--- src/hdl/uart_cmd_pkg.sv ---
package uart_cmd_pkg;

  // Field widths of the host command word
  localparam int ADDR_BITS = 7;
  localparam int DATA_BITS = 8;

  // Start, eight data, even parity and stop
  localparam int FRAME_BITS = 11;

  // Idle bit periods between the header and data frames of a write
  localparam int GAP_BITS = 16;

  // Host command, bit 15 down to bit 0
  typedef struct packed {
    logic                 wr;
    logic [ADDR_BITS-1:0] addr;
    logic [DATA_BITS-1:0] data;
  } cmd_t;

  // One byte for the transmitter to frame and send
  typedef struct packed {
    logic [DATA_BITS-1:0] byte_val;
  } tx_req_t;

  // One received frame with its parity status
  typedef struct packed {
    logic [DATA_BITS-1:0] byte_val;
    logic                 par_ok;
  } rx_frame_t;

  // Controller states
  typedef enum logic [2:0] {
    ST_IDLE,
    ST_SEND_HDR,
    ST_GAP,
    ST_SEND_DATA,
    ST_WAIT_RESP
  } ctrl_state_e;

  // Write flag in the top bit of the header and address below it
  // Header frame is sent before either data or a read response
  // A read header has the write flag clear
  //
  // Frame on the line, first bit first:
  //   start (0)
  //   data[0] .. data[7]
  //   parity (XOR of data)
  //   stop (1)
  //
  // Idle line level is high

endpackage
--- src/hdl/uart_cmd_bridge.sv ---
`timescale 1ns/1ps

module uart_cmd_bridge #(
  parameter int BR = 434
) (
  input  logic               clk,
  input  logic               rst_n,
  input  uart_cmd_pkg::cmd_t cmd_in,
  input  logic               cmd_vld,
  output logic               cmd_rdy,
  input  logic               rx,
  output logic               tx,
  output logic [7:0]         read_data,
  output logic               read_rdy,
  output logic               read_err
);

  logic                    tx_start;
  logic                    tx_busy;
  logic                    tx_done;
  uart_cmd_pkg::tx_req_t   tx_req;
  logic                    rx_valid;
  uart_cmd_pkg::rx_frame_t rx_frame;

  uart_cmd_ctrl #(.BR(BR)) ctrl_i (
    .clk       (clk),
    .rst_n     (rst_n),
    .cmd_in    (cmd_in),
    .cmd_vld   (cmd_vld),
    .cmd_rdy   (cmd_rdy),
    .tx_start  (tx_start),
    .tx_req    (tx_req),
    .tx_busy   (tx_busy),
    .tx_done   (tx_done),
    .rx_valid  (rx_valid),
    .rx_frame  (rx_frame),
    .read_data (read_data),
    .read_rdy  (read_rdy),
    .read_err  (read_err)
  );

  uart_tx_frame #(.BR(BR)) tx_i (
    .clk      (clk),
    .rst_n    (rst_n),
    .tx_start (tx_start),
    .tx_req   (tx_req),
    .tx       (tx),
    .tx_busy  (tx_busy),
    .tx_done  (tx_done)
  );

  // Receiver listens all the time and the controller filters by state
  uart_rx_frame #(.BR(BR)) rx_i (
    .clk      (clk),
    .rst_n    (rst_n),
    .rx       (rx),
    .rx_valid (rx_valid),
    .rx_frame (rx_frame)
  );

endmodule

--- src/hdl/uart_cmd_ctrl.sv ---
`timescale 1ns/1ps

module uart_cmd_ctrl #(
  parameter int BR = 434
) (
  input  logic                    clk,
  input  logic                    rst_n,
  input  uart_cmd_pkg::cmd_t      cmd_in,
  input  logic                    cmd_vld,
  output logic                    cmd_rdy,
  output logic                    tx_start,
  output uart_cmd_pkg::tx_req_t   tx_req,
  input  logic                    tx_busy,
  input  logic                    tx_done,
  input  logic                    rx_valid,
  input  uart_cmd_pkg::rx_frame_t rx_frame,
  output logic [7:0]              read_data,
  output logic                    read_rdy,
  output logic                    read_err
);

  localparam int BAUD_W = $clog2(BR + 1);
  localparam int GAP_W  = $clog2(uart_cmd_pkg::GAP_BITS + 1);

  uart_cmd_pkg::ctrl_state_e state;
  uart_cmd_pkg::cmd_t        cmd_q;

  logic [BAUD_W-1:0] gap_baud;
  logic [GAP_W-1:0]  gap_bits;
  logic              accept;
  logic              gap_tick;
  logic              baud_last;
  logic              bits_last;
  logic              gap_end;
  logic              resp_take;

  assign cmd_rdy = state == uart_cmd_pkg::ST_IDLE;
  assign accept  = cmd_vld && cmd_rdy;

  // Gap only runs once the transmitter has let go of the line
  assign gap_tick  = (state == uart_cmd_pkg::ST_GAP) && !tx_busy;
  assign baud_last = gap_baud == BAUD_W'(BR - 1);
  assign bits_last = gap_bits == GAP_W'(uart_cmd_pkg::GAP_BITS - 1);
  assign gap_end   = gap_tick && baud_last && bits_last;

  assign resp_take = (state == uart_cmd_pkg::ST_WAIT_RESP) && rx_valid;

  always_ff @(posedge clk or negedge rst_n)
  begin
    if (!rst_n)
    begin
      state    <= uart_cmd_pkg::ST_IDLE;
      tx_start <= 1'b0;
      read_rdy <= 1'b0;
      read_err <= 1'b0;
      gap_baud <= '0;
      gap_bits <= '0;
    end
    else
    begin
      tx_start <= 1'b0;
      read_rdy <= 1'b0;
      read_err <= 1'b0;
      case (state)
        uart_cmd_pkg::ST_IDLE:
        begin
          if (accept)
          begin
            state    <= uart_cmd_pkg::ST_SEND_HDR;
            tx_start <= 1'b1;
          end
        end
        uart_cmd_pkg::ST_SEND_HDR:
        begin
          if (tx_done)
          begin
            gap_baud <= '0;
            gap_bits <= '0;
            state    <= cmd_q.wr ? uart_cmd_pkg::ST_GAP : uart_cmd_pkg::ST_WAIT_RESP;
          end
        end
        uart_cmd_pkg::ST_GAP:
        begin
          if (gap_end)
          begin
            state    <= uart_cmd_pkg::ST_SEND_DATA;
            tx_start <= 1'b1;
          end
          else if (gap_tick)
          begin
            gap_baud <= baud_last ? '0 : gap_baud + 1'b1;
            gap_bits <= baud_last ? gap_bits + 1'b1 : gap_bits;
          end
        end
        uart_cmd_pkg::ST_SEND_DATA:
        begin
          if (tx_done)
          begin
            state <= uart_cmd_pkg::ST_IDLE;
          end
        end
        uart_cmd_pkg::ST_WAIT_RESP:
        begin
          // Host sees the result as cmd_rdy comes back
          if (resp_take)
          begin
            read_rdy <= rx_frame.par_ok;
            read_err <= !rx_frame.par_ok;
            state    <= uart_cmd_pkg::ST_IDLE;
          end
        end
        default:
        begin
          state <= uart_cmd_pkg::ST_IDLE;
        end
      endcase
    end
  end

  always_ff @(posedge clk)
  begin
    if (accept)
    begin
      cmd_q           <= cmd_in;
      tx_req.byte_val <= {cmd_in.wr, cmd_in.addr};
    end
    else if (gap_end)
    begin
      tx_req.byte_val <= cmd_q.data;
    end
    if (resp_take)
    begin
      read_data <= rx_frame.byte_val;
    end
  end

endmodule

--- src/hdl/uart_rx_frame.sv ---
`timescale 1ns/1ps

module uart_rx_frame #(
  parameter int BR = 434
) (
  input  logic                    clk,
  input  logic                    rst_n,
  input  logic                    rx,
  output logic                    rx_valid,
  output uart_cmd_pkg::rx_frame_t rx_frame
);

  localparam int BAUD_W = $clog2(BR + 1);
  localparam int BIT_W  = $clog2(uart_cmd_pkg::FRAME_BITS);

  logic [1:0]                        sync_q;
  logic                              rx_s;
  logic                              rx_prev;
  logic                              start_edge;
  logic                              active;
  logic [BAUD_W-1:0]                 baud_cnt;
  logic [BIT_W-1:0]                  bit_cnt;
  logic [BAUD_W-1:0]                 baud_lim;
  logic                              sample;
  logic                              stop_bit;
  // Data bits and parity, LSB first
  logic [uart_cmd_pkg::DATA_BITS:0]  shift_q;

  assign rx_s       = sync_q[1];
  assign start_edge = rx_prev && !rx_s;

  // Half a period to the start bit centre and full periods after it
  assign baud_lim = (bit_cnt == '0) ? BAUD_W'(BR / 2 - 1) : BAUD_W'(BR - 1);
  assign sample   = active && (baud_cnt == baud_lim);
  assign stop_bit = bit_cnt == BIT_W'(uart_cmd_pkg::FRAME_BITS - 1);

  always_ff @(posedge clk or negedge rst_n)
  begin
    if (!rst_n)
    begin
      sync_q  <= 2'b11;
      rx_prev <= 1'b1;
    end
    else
    begin
      sync_q  <= {sync_q[0], rx};
      rx_prev <= rx_s;
    end
  end

  always_ff @(posedge clk or negedge rst_n)
  begin
    if (!rst_n)
    begin
      active   <= 1'b0;
      baud_cnt <= '0;
      bit_cnt  <= '0;
      rx_valid <= 1'b0;
    end
    else
    begin
      rx_valid <= 1'b0;
      if (!active)
      begin
        if (start_edge)
        begin
          active   <= 1'b1;
          baud_cnt <= '0;
          bit_cnt  <= '0;
        end
      end
      else if (sample)
      begin
        baud_cnt <= '0;
        if (bit_cnt == '0 && rx_s)
        begin
          // Line back high at mid start bit is a glitch
          active <= 1'b0;
        end
        else if (stop_bit)
        begin
          active   <= 1'b0;
          bit_cnt  <= '0;
          rx_valid <= 1'b1;
        end
        else
        begin
          bit_cnt <= bit_cnt + 1'b1;
        end
      end
      else
      begin
        baud_cnt <= baud_cnt + 1'b1;
      end
    end
  end

  always_ff @(posedge clk)
  begin
    if (sample && bit_cnt != '0 && !stop_bit)
    begin
      shift_q <= {rx_s, shift_q[uart_cmd_pkg::DATA_BITS:1]};
    end
    if (sample && stop_bit)
    begin
      rx_frame.byte_val <= shift_q[uart_cmd_pkg::DATA_BITS-1:0];
      rx_frame.par_ok   <= (^shift_q[uart_cmd_pkg::DATA_BITS-1:0]) ==
                           shift_q[uart_cmd_pkg::DATA_BITS];
    end
  end

endmodule

--- src/hdl/uart_tx_frame.sv ---
`timescale 1ns/1ps

module uart_tx_frame #(
  parameter int BR = 434
) (
  input  logic                  clk,
  input  logic                  rst_n,
  input  logic                  tx_start,
  input  uart_cmd_pkg::tx_req_t tx_req,
  output logic                  tx,
  output logic                  tx_busy,
  output logic                  tx_done
);

  localparam int BAUD_W = $clog2(BR + 1);
  localparam int BIT_W  = $clog2(uart_cmd_pkg::FRAME_BITS);

  logic [uart_cmd_pkg::FRAME_BITS-1:0] shift_q;
  logic [BAUD_W-1:0]                   baud_cnt;
  logic [BIT_W-1:0]                    bit_cnt;
  logic                                bit_end;
  logic                                last_bit;
  logic                                par_bit;

  assign bit_end  = baud_cnt == BAUD_W'(BR - 1);
  assign last_bit = bit_cnt == BIT_W'(uart_cmd_pkg::FRAME_BITS - 1);

  // Even parity over the data byte
  assign par_bit = ^tx_req.byte_val;

  // Registered line output trails the shift register by one cycle
  always_ff @(posedge clk or negedge rst_n)
  begin
    if (!rst_n)
    begin
      tx <= 1'b1;
    end
    else
    begin
      tx <= shift_q[0];
    end
  end

  always_ff @(posedge clk or negedge rst_n)
  begin
    if (!rst_n)
    begin
      shift_q  <= '1;
      baud_cnt <= '0;
      bit_cnt  <= '0;
      tx_busy  <= 1'b0;
      tx_done  <= 1'b0;
    end
    else
    begin
      tx_done <= 1'b0;
      if (tx_start && !tx_busy)
      begin
        shift_q  <= {1'b1, par_bit, tx_req.byte_val, 1'b0};
        baud_cnt <= '0;
        bit_cnt  <= '0;
        tx_busy  <= 1'b1;
      end
      else if (tx_busy)
      begin
        if (bit_end)
        begin
          baud_cnt <= '0;
          // Shift in ones so the line idles high after the stop bit
          shift_q  <= {1'b1, shift_q[uart_cmd_pkg::FRAME_BITS-1:1]};
          if (last_bit)
          begin
            bit_cnt <= '0;
            tx_busy <= 1'b0;
            tx_done <= 1'b1;
          end
          else
          begin
            bit_cnt <= bit_cnt + 1'b1;
          end
        end
        else
        begin
          baud_cnt <= baud_cnt + 1'b1;
        end
      end
    end
  end

endmodule

--- config.mk ---
export PLATFORM = sky130hd
export DESIGN_NAME = uart_cmd_bridge
export DESIGN_NICKNAME = d
export VERILOG_FILES = /design/src/hdl/uart_cmd_pkg.sv /design/src/hdl/uart_cmd_bridge.sv /design/src/hdl/uart_cmd_ctrl.sv /design/src/hdl/uart_rx_frame.sv /design/src/hdl/uart_tx_frame.sv
export SDC_FILE = /design/constraint.sdc
export NUM_CORES = 1
export LEC_CHECK = 0
export ABC_CLOCK_PERIOD_IN_PS = 4850
export BUFFER_PORTS_ARGS = -buffer_cell sky130_fd_sc_hd__buf_2
export CAP_MARGIN = 10
export CORE_MARGIN = 2
export CORE_UTILIZATION = 45
export CTS_BUF_LIST = sky130_fd_sc_hd__clkbuf_2
export DETAILED_ROUTE_END_ITERATION = 12
export GPL_TIMING_DRIVEN = 0
export PLACE_DENSITY = 0.66
export REMOVE_ABC_BUFFERS = 1
export SETUP_SLACK_MARGIN = 0.15
export SYNTH_ARGS = -nofsm -noshare
export SYNTH_HDL_FRONTEND = slang
export SYNTH_HIERARCHICAL = 1
export SYNTH_SLANG_ARGS = --single-unit
--- constraint.sdc ---
create_clock -name clk -period 4.85 [get_ports clk]
set_clock_uncertainty 0.1 [all_clocks]
set_input_delay 0.97 -clock clk [delete_from_list [all_inputs] [get_ports clk]]
set_output_delay 0.97 -clock clk [all_outputs]
set_load 0.01 [all_outputs]
# Word-level counts from Yosys, hierarchy flattened

Index checks and enable logic that the tools add are counted.

Mux-type cells: 62
Equal/unequal tests: 21
Add/sub/neg operators: 6
Reduce and logical (&&, ||, !) cells: 31

Operators with widths:

| operator            | count |
|---|---|
| $mux 9              | 11 |
| $mux 4              | 9 |
| $mux 11             | 3 |
| $add 9x1->9 const B | 3 |
| $mux 1              | 23 |
| $mux 5              | 4 |
| $eq 9x9->1 const B  | 2 |
| $mux 3              | 6 |
| $pmux 9 s2          | 1 |
| $mux 8              | 2 |
| $reduce_xor 8->1    | 2 |
| $pmux 3 s5          | 1 |
| $logic_and 1x1->1   | 12 |
| $ne 2x1->1 const B  | 6 |
| $pmux 5 s2          | 1 |
| $reduce_and 5->1    | 2 |
| $reduce_bool 2->1   | 5 |
| $eq 9x9->1          | 1 |
| $add 4x1->4 const B | 2 |
| $eq 4x4->1 const B  | 2 |
| $ne 2x2->1 const B  | 4 |
| $eq 3x2->1 const B  | 2 |
| $add 5x1->5 const B | 1 |
| $eq 5x4->1 const B  | 1 |
| 11 further kinds    | 14 |

Word-level logic and storage cells: 145
Output and inout bits: 12
Register bits: 108

# Depth between registers and ports, before layout

Depth after elaboration: 6
Mapped depth: 8
Mapped depth without buffers: 7

# By module

Netlist, hierarchy kept.

Modules (own cells, without submodules):

| module        | area each (um2) | times used | cells each |
|---|---|---|---|
| uart_cmd_ctrl | 2020.7          | 1          | 150 |
| uart_rx_frame | 1634.1          | 1          | 133 |
| uart_tx_frame | 1403.8          | 1          | 143 |

# Worst setup path before layout

OpenSTA, ideal clock, no wires.

Path type: reg-to-reg
From: reg rx_i.bit_cnt[0]
To: reg, netlist name rx_i/rx_frame[0]
Library setup time: 0.374 ns
Path slack: 2.165 ns
Data required time: 4.376 ns
Clock period less this slack: 2.685 ns
Stages on the path, launching flop included: 9
Arrival: 2.211 ns
Cells stage by stage: dfrtp_1 > inv_1 > ha_1 > or3b_1 > buf_2 > or3_4 > a21oi_4 > nand2_1 > nor2_1

Word-level cells in the longest chain between the ends: 5
Elaborated cells between the ends (all ways): 6
Those cells by class: 2 x eq/ne; 1 x mux; 3 x reduce/logical

RTL lines:

| element                  | RTL line             | source |
|---|---|---|
| start: declaration       | uart_rx_frame.sv:22  | `logic [BIT_W-1:0] bit_cnt;` |
| start signal: assignment | uart_rx_frame.sv:88  | `bit_cnt <= bit_cnt + 1'b1;` |
| $logic_not 4->1          | uart_rx_frame.sv:33  | `assign baud_lim = (bit_cnt == '0) ? BAUD_W'(BR / 2 - 1) : BAUD_W'(BR - 1);` |
| $mux 9                   | uart_rx_frame.sv:33  |  |
| $eq 9x9->1               | uart_rx_frame.sv:34  | `assign sample = active && (baud_cnt == baud_lim);` |
| $logic_and 1x1->1        | uart_rx_frame.sv:34  |  |
| $logic_and 1x1->1 (*)    | uart_rx_frame.sv:104 | `if (sample && stop_bit)` |

Every way passes the cells marked *; elsewhere a longest branch is shown, timed or not.
A chain may end at the register's enable or synchronous reset.

# Worst setup path after layout

From: reg rx_i.bit_cnt[0]
To: reg, netlist name rx_i/rx_frame[2]

Word-level cells in the longest chain between the ends: 5
Elaborated cells between the ends (all ways): 6
Those cells by class: 2 x eq/ne; 1 x mux; 3 x reduce/logical

RTL lines:

| element               | RTL line |
|---|---|
| $logic_not 4->1       | uart_rx_frame.sv:33 |
| $mux 9                | uart_rx_frame.sv:33 |
| $eq 9x9->1            | uart_rx_frame.sv:34 |
| $logic_and 1x1->1     | uart_rx_frame.sv:34 |
| $logic_and 1x1->1 (*) | uart_rx_frame.sv:104 |

Marks and branches as above.

==> run_results.csv <==
group,metric,value,unit
cells_and_area,utilization,49.7,%
logic_synthesis,seq_area_frac_synth,57.5,%
setup_path,slowest_delay,0.64,ns
power_and_ir_drop,p_leak,0.00216,µW
global_route,grt_max_degree,65,
floorplan,initial_core_util,46.5,%
global_route,grt_pass1_vias,3114,
drt,vias_per_cell,5.48,
timing,max_freq,326,MHz
timing,fin_ws,1.79,ns
cts,cts_tree,"done",
logic_synthesis,yosys_most_used_dff,"dfrtp_1",
logic_synthesis,ys_warn_count,6,
setup_path,critPathMaxFanout,9,
logic_synthesis,ys_async_sr_fraction,59.8,%
floorplan,core_area,10900,µm²
global_route,grt_overflow_total,0,
status,status,"complete, no violations",
place,pre_cts_ws,1.80,ns
cts,path_clk_slew,0.29,ns
power_and_ir_drop,p_total,1760,µW
logic_synthesis,syn_inst,426,
drt,drt_iter0_markers,123,
floorplan,die_y,110,µm
drt,via_count,3281,
timing,worst_pin_slew,0.945,ns
cts,cts_made_buffers,9,
logic_synthesis,synth.distinct_cells,69,
place,hpwl,5900,µm
cts,postCtsSetupBuffers,0,
setup_path,crit_required,5.02,ns
min_path,worstHoldPathType,"reg -> reg",
cells_and_area,drive_gt1_share,20.5,%
drt,first_pass_iters,4,
run,maxCapViolations,0,
setup_path,r2r_setup_slack,1.79,ns
power_and_ir_drop,ir_drop,0.247,mV
timing,hold_viol,0,
place,finalWeightedCongestion,0.821,
setup_path,cp-end-kind,"flop",
timing,min_period_over_period,63.2,%
drt,drc,0,
timing,rsz0062_at_grt,"false",
floorplan,dieArea,12100,µm²
logic_synthesis,ys_seq_elements,107,
timing,fin_crit,3.06,ns
cts,htreeDepth,3,
timing,timing.hold.ws,0.278,ns
drt,drtAntennaViolNets,0,
setup_path,cp.arrival,3.23,ns
place,portBuffers,31,
timing,setup-tns-final,0,ns
cts,clock_path_buffers,2,
cells_and_area,area_growth,7.07,%
cells_and_area,diodes,0,
power_and_ir_drop,power_density,325,nW/µm²
setup_path,cp_cell_sequence,"inv_1, ha_1, or3b_1, or3_4, a21oi_4, nand2_1, nor2_1",
cts,ctsRootBufferMaster,"clkbuf_2",
drt,wl_per_cell,14.5,µm
drt,wirelength,8670,µm
global_route,grt_pass1_wl,14700,µm
cts,ctsResizeCount,0,
global_route,grt_usage,15.7,%
cells_and_area,num-fill-cells,979,
logic_synthesis,synth.avg_cell_area,11.9,µm²
floorplan,die_w,110,µm
global_route,antenna_found_initial,0,
setup_path,path_class,"reg -> reg",
setup_path,crit_path_start_kind,"flop",
logic_synthesis,synth_edf_count,43,
cells_and_area,layout_commonest_cell,"nand2_1",
timing,setup_violations,0,
setup_path,cp_slowest_cell,"nor2_1",
cts,cts_num_sinks,107,
cells_and_area,mostFrequentLayoutCells,"52 x nand2_1, 50 x dfrtp_1, 43 x edfxtp_1",
logic_synthesis,syn_area,5060,µm²
floorplan,ios,32,
cts,insertion_delay,0.59,ns
cts,cts_hold_buf,0,
cells_and_area,fin_nets,486,
timing,slew_viol_final,0,
floorplan,std_cell_rows,38,
timing,slew_headroom,37.0,%
per-stage QoR:
stage	cell area, µm²	std cells
2_1_floorplan	4950	412
3_3_place_gp	5290	583
3_5_place_dp	5290	583
4_1_cts	5420	599
5_1_grt	5420	599
6_report	5420	599
cells in the mapped netlist (9+ instances only):
cell      count  area share (%)
nand2_1      52             3.9
nand3_1      19             1.9
nor2_1       13            0.96
a21oi_1      14             1.4
dfrtp_1      50              25
dfstp_2      14             7.3
xnor2_1      16             2.8
o21ai_0      23             2.3
edfxtp_1     43              26
ha_1         12             3.0
mux2_2        9             2.0
and3_1       12             1.5
inv_1        18             1.3
worst paths after layout:
check	startpoint	endpoint	cells past startpoint
setup / recovery	rx_i/bit_cnt[0]	rx_i/rx_frame[2]	7
hold / removal	rx_i/sync_q[0]	rx_i/sync_q[1]	0
setup reg to reg	rx_i/bit_cnt[0]	rx_i/rx_frame[2]	7
hold reg to reg	rx_i/sync_q[0]	rx_i/sync_q[1]	0
max in group asynchronous	rst_n	rx_i/baud_cnt[6]	1
min in group asynchronous	rst_n	tx_i/baud_cnt[5]	1
state kept, by name (all words and copies together) (netlist names), 2 cells and up:
name,count
tx_i/shift_q,10
rx_i/rx_frame,9
ctrl_i/read_data,8
rx_i/shift_q,9
tx_i/bit_cnt,4
ctrl_i/state,3
rx_i/baud_cnt,9
tx_i/baud_cnt,9
rx_i/bit_cnt,4
ctrl_i/cmd_q,9
ctrl_i/gap_baud,9
ctrl_i/gap_bits,5
ctrl_i/tx_req,8
rx_i/sync_q,2
routing by layer:
metal / part of all wire, % / wire (µm) / track usage (%)
met1: 49 / 4280 / 22.2
met2: 47 / 4070 / 23.4
met3: 2.6 / 222 / 3.35
met4: 1.2 / 101 / 6.69
met5: 0 / 0 / 0
where the power goes:
part,switching (µW),internal (µW),total [µW]
sequential,85.3,1050,1130
clock,304,129,433
combinational,95.8,99.5,195
final cells by class:
type | count | area [µm²] | share of cell area, %
Clock buffer | 9 | 45.0 | 0.832
Clock inverter | 7 | 83.8 | 1.55
Inverter | 18 | 67.6 | 1.25
Multi-Input combinational cell | 287 | 1980 | 36.5
Sequential cell | 107 | 2910 | 53.7
Tap cell | 140 | 175 | 3.23
Timing Repair Buffer | 31 | 158 | 2.91
logic make-up after synthesis:
logic type	after synthesis	share of synthesized area, %
muxes	13	2.80
and+or+nand+nor	155	17.1
DFF	107	57.5
xor gates and xnor gates	17	2.94
adders and majority gates	12	2.97
buffers and inverters	32	3.39
AOI/OAI and AO/OA	90	13.3
worst max-delay path, delay by kind of cell, from the launching register on:
kind            cells  cell delay [ns]
simple gates        4             1.66
flops               1             0.48
compound gates      1             0.22
fa+ha+maj           1             0.16
buf+inv             1             0.13
Note: power is estimated with default switching activity, not from simulation.
